`src/hdl/mchan_ctrl_pkg.sv`:
```
// Widths, register offsets, command field positions, target and command structs, response kinds
`default_nettype none

package mchan_ctrl_pkg;

   // *******************************************************************
   // Widths
   // *******************************************************************
   localparam int unsigned NB_TRANSFERS     = 4;
   localparam int unsigned SID_W            = 2;    // Enough for NB_TRANSFERS slots
   localparam int unsigned PE_ID_W          = 1;
   localparam int unsigned TCDM_ADD_W       = 12;
   localparam int unsigned EXT_ADD_W        = 29;
   localparam int unsigned LEN_FIELD_W      = 16;   // Length in 8 byte units
   localparam int unsigned CMD_LEN_W        = 19;   // Length in bytes minus one
   localparam int unsigned LEN_SHIFT        = CMD_LEN_W - LEN_FIELD_W;

   // Allocation status sits in the upper half of the status word
   localparam int unsigned STATUS_ALLOC_LSB = 16;

   // *******************************************************************
   // Command word layout
   // *******************************************************************
   localparam int unsigned OPC_BIT = 16;   // Direction
   localparam int unsigned INC_BIT = 17;   // Incremental addressing
   localparam int unsigned ELE_BIT = 19;   // Event lines enable
   localparam int unsigned ILE_BIT = 20;   // Interrupt lines enable
   localparam int unsigned BLE_BIT = 21;   // Broadcast enable

   // Register offsets, decoded from address bits 3:2
   localparam logic [1:0] REG_CMD    = 2'd0;
   localparam logic [1:0] REG_STATUS = 2'd1;

   // *******************************************************************
   // Target access and response
   // *******************************************************************
   typedef struct packed {
      logic               req;
      logic               rd;     // 1 for read
      logic [31:0]        addr;
      logic [31:0]        data;
      logic [PE_ID_W-1:0] id;
   } ctrl_req_t;

   typedef struct packed {
      logic               r_valid;
      logic [31:0]        r_data;
      logic [PE_ID_W-1:0] r_id;
   } ctrl_rsp_t;

   // *******************************************************************
   // Command queue entry
   // *******************************************************************
   typedef struct packed {
      logic [CMD_LEN_W-1:0] len;
      logic                 opc;
      logic                 inc;
      logic                 ele;
      logic                 ile;
      logic                 ble;
      logic [SID_W-1:0]     sid;
   } dma_cmd_t;

   // What the response cycle returns
   typedef enum logic [1:0] {
      RSP_ACK,
      RSP_SID,
      RSP_STATUS
   } rsp_kind_e;

endpackage

`default_nettype wire

```
`src/hdl/mchan_sid_tracker.sv`:
```
// SID register and completion detection for the armed transfer
`default_nettype none

module mchan_sid_tracker (
   input  logic                                    clk_i,
   input  logic                                    rst_ni,
   input  logic                                    sid_load_i,
   input  logic [mchan_ctrl_pkg::SID_W-1:0]        trans_alloc_ret_i,
   input  logic                                    arm_i,
   input  logic                                    arb_req_i,
   input  logic                                    arb_gnt_i,
   input  logic [mchan_ctrl_pkg::SID_W-1:0]        arb_sid_i,
   input  logic [mchan_ctrl_pkg::NB_TRANSFERS-1:0] trans_status_i,
   output logic [mchan_ctrl_pkg::SID_W-1:0]        sid_o,
   output logic                                    done_o
);

   import mchan_ctrl_pkg::*;

   logic [SID_W-1:0] sid_q;
   logic             armed_q;   // Transfer queued, watching arbiter
   logic             seen_q;    // Arbiter has granted our SID
   logic             arb_hit;

   assign arb_hit = armed_q && arb_req_i && arb_gnt_i && (arb_sid_i == sid_q);
   assign done_o  = seen_q && trans_status_i[sid_q];

   always_ff @(posedge clk_i, negedge rst_ni)
   begin
      if (!rst_ni)
      begin
         sid_q   <= '0;
         armed_q <= 1'b0;
         seen_q  <= 1'b0;
      end
      else
      begin
         if (sid_load_i)
         begin
            sid_q <= trans_alloc_ret_i;
         end
         if (done_o)
         begin
            armed_q <= 1'b0;   // Ready for the next transfer
            seen_q  <= 1'b0;
         end
         else
         begin
            if (arm_i)
            begin
               armed_q <= 1'b1;
            end
            if (arb_hit)
            begin
               seen_q <= 1'b1;
            end
         end
      end
   end

   assign sid_o = sid_q;

   // A new transfer must not inherit a stale arbiter match
   assert property (@(posedge clk_i) disable iff (!rst_ni)
      arm_i |-> !(seen_q && !done_o))
      else $error("arm while previous transfer still pending");

endmodule

`default_nettype wire

```
`src/hdl/mchan_resp_gen.sv`:
```
// Target response generator: one registered response per granted access
`default_nettype none

module mchan_resp_gen (
   input  logic                                    clk_i,
   input  logic                                    rst_ni,
   input  logic                                    gnt_i,
   input  mchan_ctrl_pkg::rsp_kind_e               rsp_kind_i,
   input  logic [mchan_ctrl_pkg::PE_ID_W-1:0]      req_id_i,
   input  logic [mchan_ctrl_pkg::SID_W-1:0]        sid_i,
   input  logic [mchan_ctrl_pkg::NB_TRANSFERS-1:0] trans_status_i,
   input  logic [mchan_ctrl_pkg::NB_TRANSFERS-1:0] trans_alloc_status_i,
   output mchan_ctrl_pkg::ctrl_rsp_t               rsp_o
);

   import mchan_ctrl_pkg::*;

   logic               valid_q;
   rsp_kind_e          kind_q;
   logic [PE_ID_W-1:0] id_q;

   always_ff @(posedge clk_i, negedge rst_ni)
   begin
      if (!rst_ni)
      begin
         valid_q <= 1'b0;
         kind_q  <= RSP_ACK;
         id_q    <= '0;
      end
      else
      begin
         valid_q <= gnt_i;   // Response follows each grant
         if (gnt_i)
         begin
            kind_q <= rsp_kind_i;
            id_q   <= req_id_i;
         end
      end
   end

   // Status and SID are sampled in the response cycle itself
   always_comb
   begin
      rsp_o.r_valid = valid_q;
      rsp_o.r_id    = id_q;
      rsp_o.r_data  = '0;
      if (valid_q)
      begin
         case (kind_q)
            RSP_SID:
            begin
               rsp_o.r_data[SID_W-1:0] = sid_i;
            end
            RSP_STATUS:
            begin
               rsp_o.r_data[NB_TRANSFERS-1:0]                   = trans_status_i;
               rsp_o.r_data[STATUS_ALLOC_LSB +: NB_TRANSFERS]   = trans_alloc_status_i;
            end
            default:
            begin
               rsp_o.r_data = '0;   // Plain write ack
            end
         endcase
      end
   end

endmodule

`default_nettype wire

```
`src/hdl/mchan_ctrl_fsm.sv`:
```
// Programming sequencer: register decode, target grant and downstream request generation
`default_nettype none

module mchan_ctrl_fsm (
   input  logic                                  clk_i,
   input  logic                                  rst_ni,

   // Register target
   input  mchan_ctrl_pkg::ctrl_req_t             ctrl_req_i,
   output logic                                  gnt_o,
   output mchan_ctrl_pkg::rsp_kind_e             rsp_kind_o,

   // Downstream queues
   input  logic                                  cmd_gnt_i,
   input  logic                                  tcdm_gnt_i,
   input  logic                                  ext_gnt_i,
   output logic                                  cmd_req_o,
   output logic                                  tcdm_req_o,
   output logic                                  ext_req_o,

   // Transfer allocator
   input  logic                                  trans_alloc_gnt_i,
   output logic                                  trans_alloc_req_o,
   output logic [mchan_ctrl_pkg::NB_TRANSFERS-1:0] trans_alloc_clr_o,

   // SID tracker
   input  logic                                  done_i,
   output logic                                  sid_load_o,
   output logic                                  arm_o,

   output logic                                  busy_o
);

   import mchan_ctrl_pkg::*;

   typedef enum logic [1:0] {
      IDLE,
      TCDM_WAIT,
      EXT_WAIT,
      XFER_WAIT
   } state_e;

   state_e     state_q, state_d;
   logic [1:0] offset;
   logic       cmd_wr;

   assign offset = ctrl_req_i.addr[3:2];
   assign cmd_wr = !ctrl_req_i.rd && (offset == REG_CMD);   // Only access legal mid sequence

   // *******************************************************************
   // State register
   // *******************************************************************
   always_ff @(posedge clk_i, negedge rst_ni)
   begin
      if (!rst_ni)
      begin
         state_q <= IDLE;
      end
      else
      begin
         state_q <= state_d;
      end
   end

   // *******************************************************************
   // Decode and next state
   // *******************************************************************
   always_comb
   begin
      state_d           = state_q;
      gnt_o             = 1'b0;
      rsp_kind_o        = RSP_ACK;
      trans_alloc_req_o = 1'b0;
      trans_alloc_clr_o = '0;
      cmd_req_o         = 1'b0;
      tcdm_req_o        = 1'b0;
      ext_req_o         = 1'b0;
      sid_load_o        = 1'b0;
      arm_o             = 1'b0;

      case (state_q)
         IDLE:
         begin
            if (ctrl_req_i.req)
            begin
               case (offset)
                  REG_CMD:
                  begin
                     if (ctrl_req_i.rd)
                     begin
                        trans_alloc_req_o = 1'b1;              // Ask allocator for a SID
                        if (trans_alloc_gnt_i)
                        begin
                           gnt_o      = 1'b1;
                           sid_load_o = 1'b1;
                           rsp_kind_o = RSP_SID;
                        end
                     end
                     else if (cmd_gnt_i)
                     begin
                        gnt_o     = 1'b1;
                        cmd_req_o = 1'b1;
                        state_d   = TCDM_WAIT;
                     end
                  end
                  REG_STATUS:
                  begin
                     gnt_o = 1'b1;                             // Never stalls
                     if (ctrl_req_i.rd)
                     begin
                        rsp_kind_o = RSP_STATUS;
                     end
                     else
                     begin
                        trans_alloc_clr_o = ctrl_req_i.data[NB_TRANSFERS-1:0];
                     end
                  end
                  default:
                  begin
                     state_d = IDLE;                           // Unmapped offset
                  end
               endcase
            end
         end

         TCDM_WAIT:
         begin
            if (ctrl_req_i.req)
            begin
               if (!cmd_wr)
               begin
                  state_d = IDLE;                              // Abort sequence
               end
               else if (tcdm_gnt_i)
               begin
                  gnt_o      = 1'b1;
                  tcdm_req_o = 1'b1;
                  state_d    = EXT_WAIT;
               end
            end
         end

         EXT_WAIT:
         begin
            if (ctrl_req_i.req)
            begin
               if (!cmd_wr)
               begin
                  state_d = IDLE;                              // Abort sequence
               end
               else if (ext_gnt_i)
               begin
                  gnt_o     = 1'b1;
                  ext_req_o = 1'b1;
                  arm_o     = 1'b1;                            // Transfer fully queued
                  state_d   = XFER_WAIT;
               end
            end
         end

         XFER_WAIT:
         begin
            if (done_i)
            begin
               state_d = IDLE;
            end
         end

         default:
         begin
            state_d = IDLE;
         end
      endcase
   end

   assign busy_o = (state_q != IDLE);

   // *******************************************************************
   // Checks
   // *******************************************************************
   assert property (@(posedge clk_i) disable iff (!rst_ni)
      $onehot0({cmd_req_o, tcdm_req_o, ext_req_o}))
      else $error("more than one downstream request active");

   assert property (@(posedge clk_i) disable iff (!rst_ni)
      gnt_o |-> ctrl_req_i.req)
      else $error("target grant without request");

endmodule

`default_nettype wire

```
`src/hdl/mchan_ctrl_top.sv`:
```
// Control unit top level: sequencer, SID tracker, response generator and command field slicing
`default_nettype none

module mchan_ctrl_top (
   input  logic                                    clk_i,
   input  logic                                    rst_ni,

   // Register target
   input  mchan_ctrl_pkg::ctrl_req_t               ctrl_req_i,
   output logic                                    gnt_o,
   output mchan_ctrl_pkg::ctrl_rsp_t               ctrl_rsp_o,

   // Command, TCDM and external address queues
   input  logic                                    cmd_gnt_i,
   output logic                                    cmd_req_o,
   output mchan_ctrl_pkg::dma_cmd_t                cmd_o,
   input  logic                                    tcdm_gnt_i,
   output logic                                    tcdm_req_o,
   output logic [mchan_ctrl_pkg::TCDM_ADD_W-1:0]   tcdm_add_o,
   input  logic                                    ext_gnt_i,
   output logic                                    ext_req_o,
   output logic [mchan_ctrl_pkg::EXT_ADD_W-1:0]    ext_add_o,

   // Synchronisation arbiter
   input  logic                                    arb_req_i,
   input  logic                                    arb_gnt_i,
   input  logic [mchan_ctrl_pkg::SID_W-1:0]        arb_sid_i,

   // Transfer allocator and status
   output logic                                    trans_alloc_req_o,
   input  logic                                    trans_alloc_gnt_i,
   input  logic [mchan_ctrl_pkg::SID_W-1:0]        trans_alloc_ret_i,
   output logic [mchan_ctrl_pkg::NB_TRANSFERS-1:0] trans_alloc_clr_o,
   input  logic [mchan_ctrl_pkg::NB_TRANSFERS-1:0] trans_alloc_status_i,
   input  logic [mchan_ctrl_pkg::NB_TRANSFERS-1:0] trans_status_i,

   output logic                                    busy_o
);

   import mchan_ctrl_pkg::*;

   rsp_kind_e        rsp_kind;
   logic             sid_load;
   logic             arm;
   logic             done;
   logic [SID_W-1:0] sid;

   mchan_ctrl_fsm fsm_i (
      .clk_i             (clk_i),
      .rst_ni            (rst_ni),
      .ctrl_req_i        (ctrl_req_i),
      .gnt_o             (gnt_o),
      .rsp_kind_o        (rsp_kind),
      .cmd_gnt_i         (cmd_gnt_i),
      .tcdm_gnt_i        (tcdm_gnt_i),
      .ext_gnt_i         (ext_gnt_i),
      .cmd_req_o         (cmd_req_o),
      .tcdm_req_o        (tcdm_req_o),
      .ext_req_o         (ext_req_o),
      .trans_alloc_gnt_i (trans_alloc_gnt_i),
      .trans_alloc_req_o (trans_alloc_req_o),
      .trans_alloc_clr_o (trans_alloc_clr_o),
      .done_i            (done),
      .sid_load_o        (sid_load),
      .arm_o             (arm),
      .busy_o            (busy_o)
   );

   mchan_sid_tracker tracker_i (
      .clk_i             (clk_i),
      .rst_ni            (rst_ni),
      .sid_load_i        (sid_load),
      .trans_alloc_ret_i (trans_alloc_ret_i),
      .arm_i             (arm),
      .arb_req_i         (arb_req_i),
      .arb_gnt_i         (arb_gnt_i),
      .arb_sid_i         (arb_sid_i),
      .trans_status_i    (trans_status_i),
      .sid_o             (sid),
      .done_o            (done)
   );

   mchan_resp_gen resp_i (
      .clk_i                (clk_i),
      .rst_ni               (rst_ni),
      .gnt_i                (gnt_o),
      .rsp_kind_i           (rsp_kind),
      .req_id_i             (ctrl_req_i.id),
      .sid_i                (sid),
      .trans_status_i       (trans_status_i),
      .trans_alloc_status_i (trans_alloc_status_i),
      .rsp_o                (ctrl_rsp_o)
   );

   // *******************************************************************
   // Command word and address slicing
   // *******************************************************************
   assign cmd_o.len  = {ctrl_req_i.data[LEN_FIELD_W-1:0], {LEN_SHIFT{1'b0}}} - CMD_LEN_W'(1);
   assign cmd_o.opc  = ctrl_req_i.data[OPC_BIT];
   assign cmd_o.inc  = ctrl_req_i.data[INC_BIT];
   assign cmd_o.ele  = ctrl_req_i.data[ELE_BIT];
   assign cmd_o.ile  = ctrl_req_i.data[ILE_BIT];
   assign cmd_o.ble  = ctrl_req_i.data[BLE_BIT];
   assign cmd_o.sid  = sid;                                    // From last SID read

   assign tcdm_add_o = ctrl_req_i.data[TCDM_ADD_W-1:0];
   assign ext_add_o  = ctrl_req_i.data[EXT_ADD_W-1:0];

endmodule

`default_nettype wire

```
`config.mk`:
```
export PLATFORM = sky130hd
export DESIGN_NAME = mchan_ctrl_top
export DESIGN_NICKNAME = d
export VERILOG_FILES = /design/src/hdl/mchan_ctrl_pkg.sv /design/src/hdl/mchan_sid_tracker.sv /design/src/hdl/mchan_resp_gen.sv /design/src/hdl/mchan_ctrl_fsm.sv /design/src/hdl/mchan_ctrl_top.sv
export SDC_FILE = /design/constraint.sdc
export NUM_CORES = 1
export LEC_CHECK = 0
export BUFFER_PORTS_ARGS = -buffer_cell sky130_fd_sc_hd__buf_2
export CORE_MARGIN = 5
export CORE_UTILIZATION = 34
export CTS_CLUSTER_DIAMETER = 30
export CTS_CLUSTER_SIZE = 30
export DETAILED_ROUTE_END_ITERATION = 6
export GPL_ROUTABILITY_DRIVEN = 0
export PLACE_DENSITY = 0.8
export SLEW_MARGIN = 5
export SYNTH_ARGS = -nofsm -noshare
export SYNTH_HDL_FRONTEND = slang
export SYNTH_SLANG_ARGS = --single-unit
export TNS_END_PERCENT = 50
```
`constraint.sdc`:
```
create_clock -name clk_i -period 1.9 [get_ports clk_i]
set_input_delay 0.19 -clock clk_i [delete_from_list [all_inputs] [get_ports clk_i]]
set_output_delay 0.19 -clock clk_i [all_outputs]
set_load 0.005 [all_outputs]
```
# Yosys cells after proc, flatten, opt, wreduce, memory -nomap -nowiden

Index checks and enable logic that the tools add are counted.

Bits in registers: 10
Input bits: 87
Output and inout bits: 111
Logic and storage cells: 95

$add $sub $neg: 1
$lt $le $gt $ge: 1
Equality and inequality tests: 16
Multiplexer cells: 58
Reductions and logical operators: 12

Operators by type and width:

| kind                                                                 | count |
|---|---|
| 1-bit 2-to-1 mux                                                     | 30 |
| 2-bit 2-to-1 mux                                                     | 15 |
| 20-bit 2-to-1 mux                                                    | 1 |
| 4-bit 2-to-1 mux                                                     | 5 |
| 19-bit by 1-bit subtractor with 19-bit output, second input constant | 1 |
| 3-bit != test, second input constant                                 | 4 |
| 2-bit one-hot mux with 2 select lines                                | 3 |
| 2-bit != test, second input constant                                 | 5 |
| 9-bit AND reduction                                                  | 1 |
| 2-bit one-hot mux with 4 select lines                                | 1 |
| 2-bit by 1-bit == test with 1-bit output, second input constant      | 3 |
| 2-bit == test, second input constant                                 | 3 |
| 2-bit nonzero test                                                   | 3 |
| 1-bit logical AND                                                    | 5 |
| 2-bit logical NOT                                                    | 2 |
| 2-bit by 3-bit < comparator with 1-bit output, second input constant | 1 |
| 1-bit one-hot mux with 3 select lines                                | 1 |
| 1-bit binary-select mux with 2-bit select                            | 1 |
| 2-bit == test                                                        | 1 |
| 1-bit one-hot mux with 2 select lines                                | 1 |
| 1-bit logical NOT                                                    | 1 |

# Longest topological paths before layout

Depth after elaboration: 7
Depth in mapped cells: 6
Gate-level depth less buffers: 6

# Modules after synthesis

From an unflattened synthesis, not the netlist that was laid out.

Cell total of the unflattened synthesis: 200
Area, all modules: 1,681.6 um2

Modules (own cells, without submodules):

| module            | instances | cells each | area each (um2) | seq. area each (um2) |
|---|---|---|---|---|
| mchan_ctrl_top    | 1         | 88         | 650.6           | 0.0 |
| mchan_resp_gen    | 1         | 51         | 430.4           | 100.1 |
| mchan_ctrl_fsm    | 1         | 42         | 364.1           | 50.0 |
| mchan_sid_tracker | 1         | 19         | 236.5           | 100.1 |

# Worst setup path before layout

Ideal clock, no wire load.

Path type: in2out
Start point: input ctrl_req_i[1] (netlist name)
End point: output cmd_o[24] (netlist name)
Arrival: 1.476 ns
Required time: 1.710 ns
Slack: 0.234 ns
Stages on the path: 6
Buffers on the path: 0
Cell sequence: inv_1 -> ha_1 -> or4b_4 -> nor4_4 -> nand3_1 -> xnor2_1

RTL lines:

| what            | RTL line             | source |
|---|---|---|
| start, declared | mchan_ctrl_top.sv:9  | `input mchan_ctrl_pkg::ctrl_req_t ctrl_req_i,` |
| end, declared   | mchan_ctrl_top.sv:16 | `output mchan_ctrl_pkg::dma_cmd_t cmd_o,` |

==> key figures <==
STA
  • RSZ-0062 raised after global routing: yes
  • Crit path time final: 1.82 ns
  • Slew Viols, Final: 0
  • Measured slew at the worst slew-check pin: 0.542 ns
  • FMAX: 0.549 GHz
  • Fin crit share: 0.959
  • Final-report hold violation count: 0
  • Final setup fails: 0
  • Clock skew: 0.00594 ns
  • Headroom to the max-slew limit: 0.635

CTS
  • Register clock-pin slew on the reported worst setup and hold paths: 0.05 ns
  • # clock sinks: 10
  • Worst-Skew Late Latency: 0.24 ns
  • Max Root-Sink Buffers: 2
  • Clock root buffer master: clkbuf_8
  • CTS tree: yes
  • CTS buffer count: 3
  • Clock H-tree levels: 1

GRT
  • Initial antenna violation count: 0
  • Gr usage total: 0.115
  • Vias in the first global route: 1270
  • Largest net degree at the start of global routing: 13
  • GR Overflow Total: 0
  • First-pass GRT wire length: 5870 µm

Run status
  • Status: finished clean

Synthesis
  • Asr flop ratio synth: 1.00
  • Yosys top cell by area: buf_4
  • Mux cell area share after synthesis: 0.0489
  • Post-synth EDFFs: 0
  • Post-Synthesis Cell Area: between 0.0015 and 0.002 mm²
  • YS warnings: 0
  • Synth Area in XOR/XNOR: 0.0802
  • Post-Syn Area per Cell: 8.19 µm²
  • Count leader, synth: buf_4
  • Main synth FF type: dfrtp_1
  • Top cells by count, synth: buf_4, nor2_1, xor2_1
  • Adder-cell area share of the yosys netlist: 0.0229
  • Post-synthesis register bit count: 10
  • Cell variety after synth: 42
  • Main combinational cell family by area after synthesis: buffers and inverters
  • Yosys top cell area share: 0.348
  • Sequential share of the synthesized area: 0.153
  • Post-Synth Simple-Gate Area: 0.222
  • Area fraction in compound gates after synthesis: 0.0810
  • Cell count after synthesis: 200
  • Synth top area cells: buf_4, dfrtp_1, xor2_1, nor2_1, and3_1

Drt
  • Vias/cell: 4.49
  • WL final: 4100 µm
  • # DRC: 0
  • Routed Antenna Nets: 0
  • Drt pass-1 iters: 4
  • Vias after detailed routing: 1438
  • Routed wire per std cell: 12.8 µm
  • Initial DRC Count: 26

Setup path
  • Crit-path cells: buf_8, inv_4, ha_4, or4b_4, nor4_4, nand2_1, xnor2_1, buf_2
  • CP peak stage delay: 0.47 ns
  • Crit path max-delay cell type: or4b_4
  • Crit path launch type: input port
  • Worst endpoint required time: 1.71 ns
  • CP delay by family, top: simple AND/OR/NAND/NOR gates
  • Worst-path fanout max: 4
  • WP data arrival: around 1.6 ns
  • Crit end category: primary output
  • Critical path class: in -> out
  • Bufs and invs on worst path: 3

Die
  • Core ar.: 0.00469 mm²
  • Num rows: 25
  • Starting density of the core: 0.349
  • Die ar.: 0.00631 mm²
  • Horiz. Die Dim: 79.4 µm
  • Die H: 79.4 µm
  • Io pins: a little under 200

Cells and area
  • Synth-to-Final Area Change: 16.0%
  • Final core occ: 0.405
  • Final instance area: 0.00190 mm²
  • Diode count: 0
  • Non-filler cells, final: 320
  • Nets: 357
  • Layout cells sized above 1: 0.500

Power
  • LEAKAGE: 0.00107 µW
  • Overall Power: 1310 µW
  • Pwr Density: 689 mW/mm²
  • VDD IR max: 0.629 mV

Worst hold path
  • Hold WC Path Type: in -> reg

Flow run
  • Max-Cap Viols: 0

Placed design
  • Placed cell count: 314
  • DP Wirelength: 3490 µm
  • I/O Buffers: 106
  • Placed inst area: 0.00179 mm²
-- logic make-up (layout without fill, tap and decap cells) --
family,Yosys count,after routing
AOI/OAI and AO/OA,17,17
and+or+nand+nor,60,60
buffers and inverters,87,128
xor gates and xnor gates,15,15
other,2,27
adders and majority gates,3,3
DFF,10,10
muxes,6,6
-- worst register-to-register path, delay by kind of cell, from the launching register on --
family | cells | cell delay, ns
mux | 1 | 0.35
simple gates | 3 | 0.77
flops | 1 | 0.48
-- registers in the layout, indices dropped and copies added (netlist names) --
name               flops
tracker_i.seen_q       1
tracker_i.armed_q      1
resp_i.valid_q         1
tracker_i.sid_o        2
resp_i.kind_q          2
fsm_i.state_q          2
resp_i.id_q            1
-- cell type report --
cell class / instances / area, µm²
Clock buffer: 4 / 55.1
Fill cell: 487 / 2790
Inverter: 8 / 35.0
Multi-Input combinational cell: 128 / 868
Sequential cell: 10 / 250
Tap cell: 54 / 67.6
Timing Repair Buffer: 116 / 624
-- layout by cell type (no fill, tap or decap), drive strengths merged, types with 2 or more instances in the layout --
cell type / instances
nor3b: 3
a31oi: 2
or4b: 2
mux2i: 2
nor2: 12
and2: 2
nand2: 7
xnor2: 4
mux2: 3
buf: 115
nor4: 5
o21ai: 2
nor3: 9
xor2: 11
inv: 8
o21a: 2
and3: 7
nand3b: 3
a22oi: 2
o31a: 2
nand2b: 2
nand3: 3
ha: 3
clkbuf: 4
a21oi: 3
dfrtp: 10
conb: 27
-- final timing paths --
check / start / endpoint / slack (ns) / cells past startpoint
worst max-delay path: ctrl_req_i[1] / cmd_o[22] / 0.08 / 8
worst min-delay path: trans_alloc_ret_i[1] / tracker_i.sid_o[1] / 0.16 / 2
worst max register to register: fsm_i.state_q[1] / tracker_i.sid_o[0] / 0.18 / 4
worst min register to register: tracker_i.seen_q / tracker_i.seen_q / 0.50 / 1
max in group asynchronous: rst_ni / resp_i.valid_q / 1.38 / 2
min in group asynchronous: rst_ni / fsm_i.state_q[1] / 0.33 / 2
-- metal layers --
metal  routed length [µm]  share of wire  vias to the layer above  GRT usage
met5                    0              0                        -          0
met4                   19         0.0046                        0     0.0206
met3                  463           0.11                        3     0.0316
met2                 2200           0.54                       83      0.232
met1                 1420           0.35                      648      0.118
li1                     -              -                      704          -
-- power breakdown --
part	total (µW)	internal, µW	switching (µW)
Clock	272	183	89.5
Sequential	404	294	110
Combinational	633	337	296
Total	1310	814	495
-- through the flow --
stage,hold slack (ns),TNS [ns],setup WS [ns]
2_1_floorplan,-0.106,0,0.234
3_3_place_gp,0.0590,0,0.0142
3_5_place_dp,0.0563,-0.00904,-0.00904
4_1_cts,0.161,0,0.0135
5_1_grt,0.171,-0.114,-0.0448
6_report,0.164,0,0.0777
-- timing repair --
action,4_1_cts,5_1_grt
hold buffers,1,0
pin swaps,0,1
endpoints found under the setup margin,1,6
setup buffers,0,1
hold endpoints to repair,10,0
gates cloned,0,0
gates resized for setup,3,7
(Power assumes the default switching activity.)
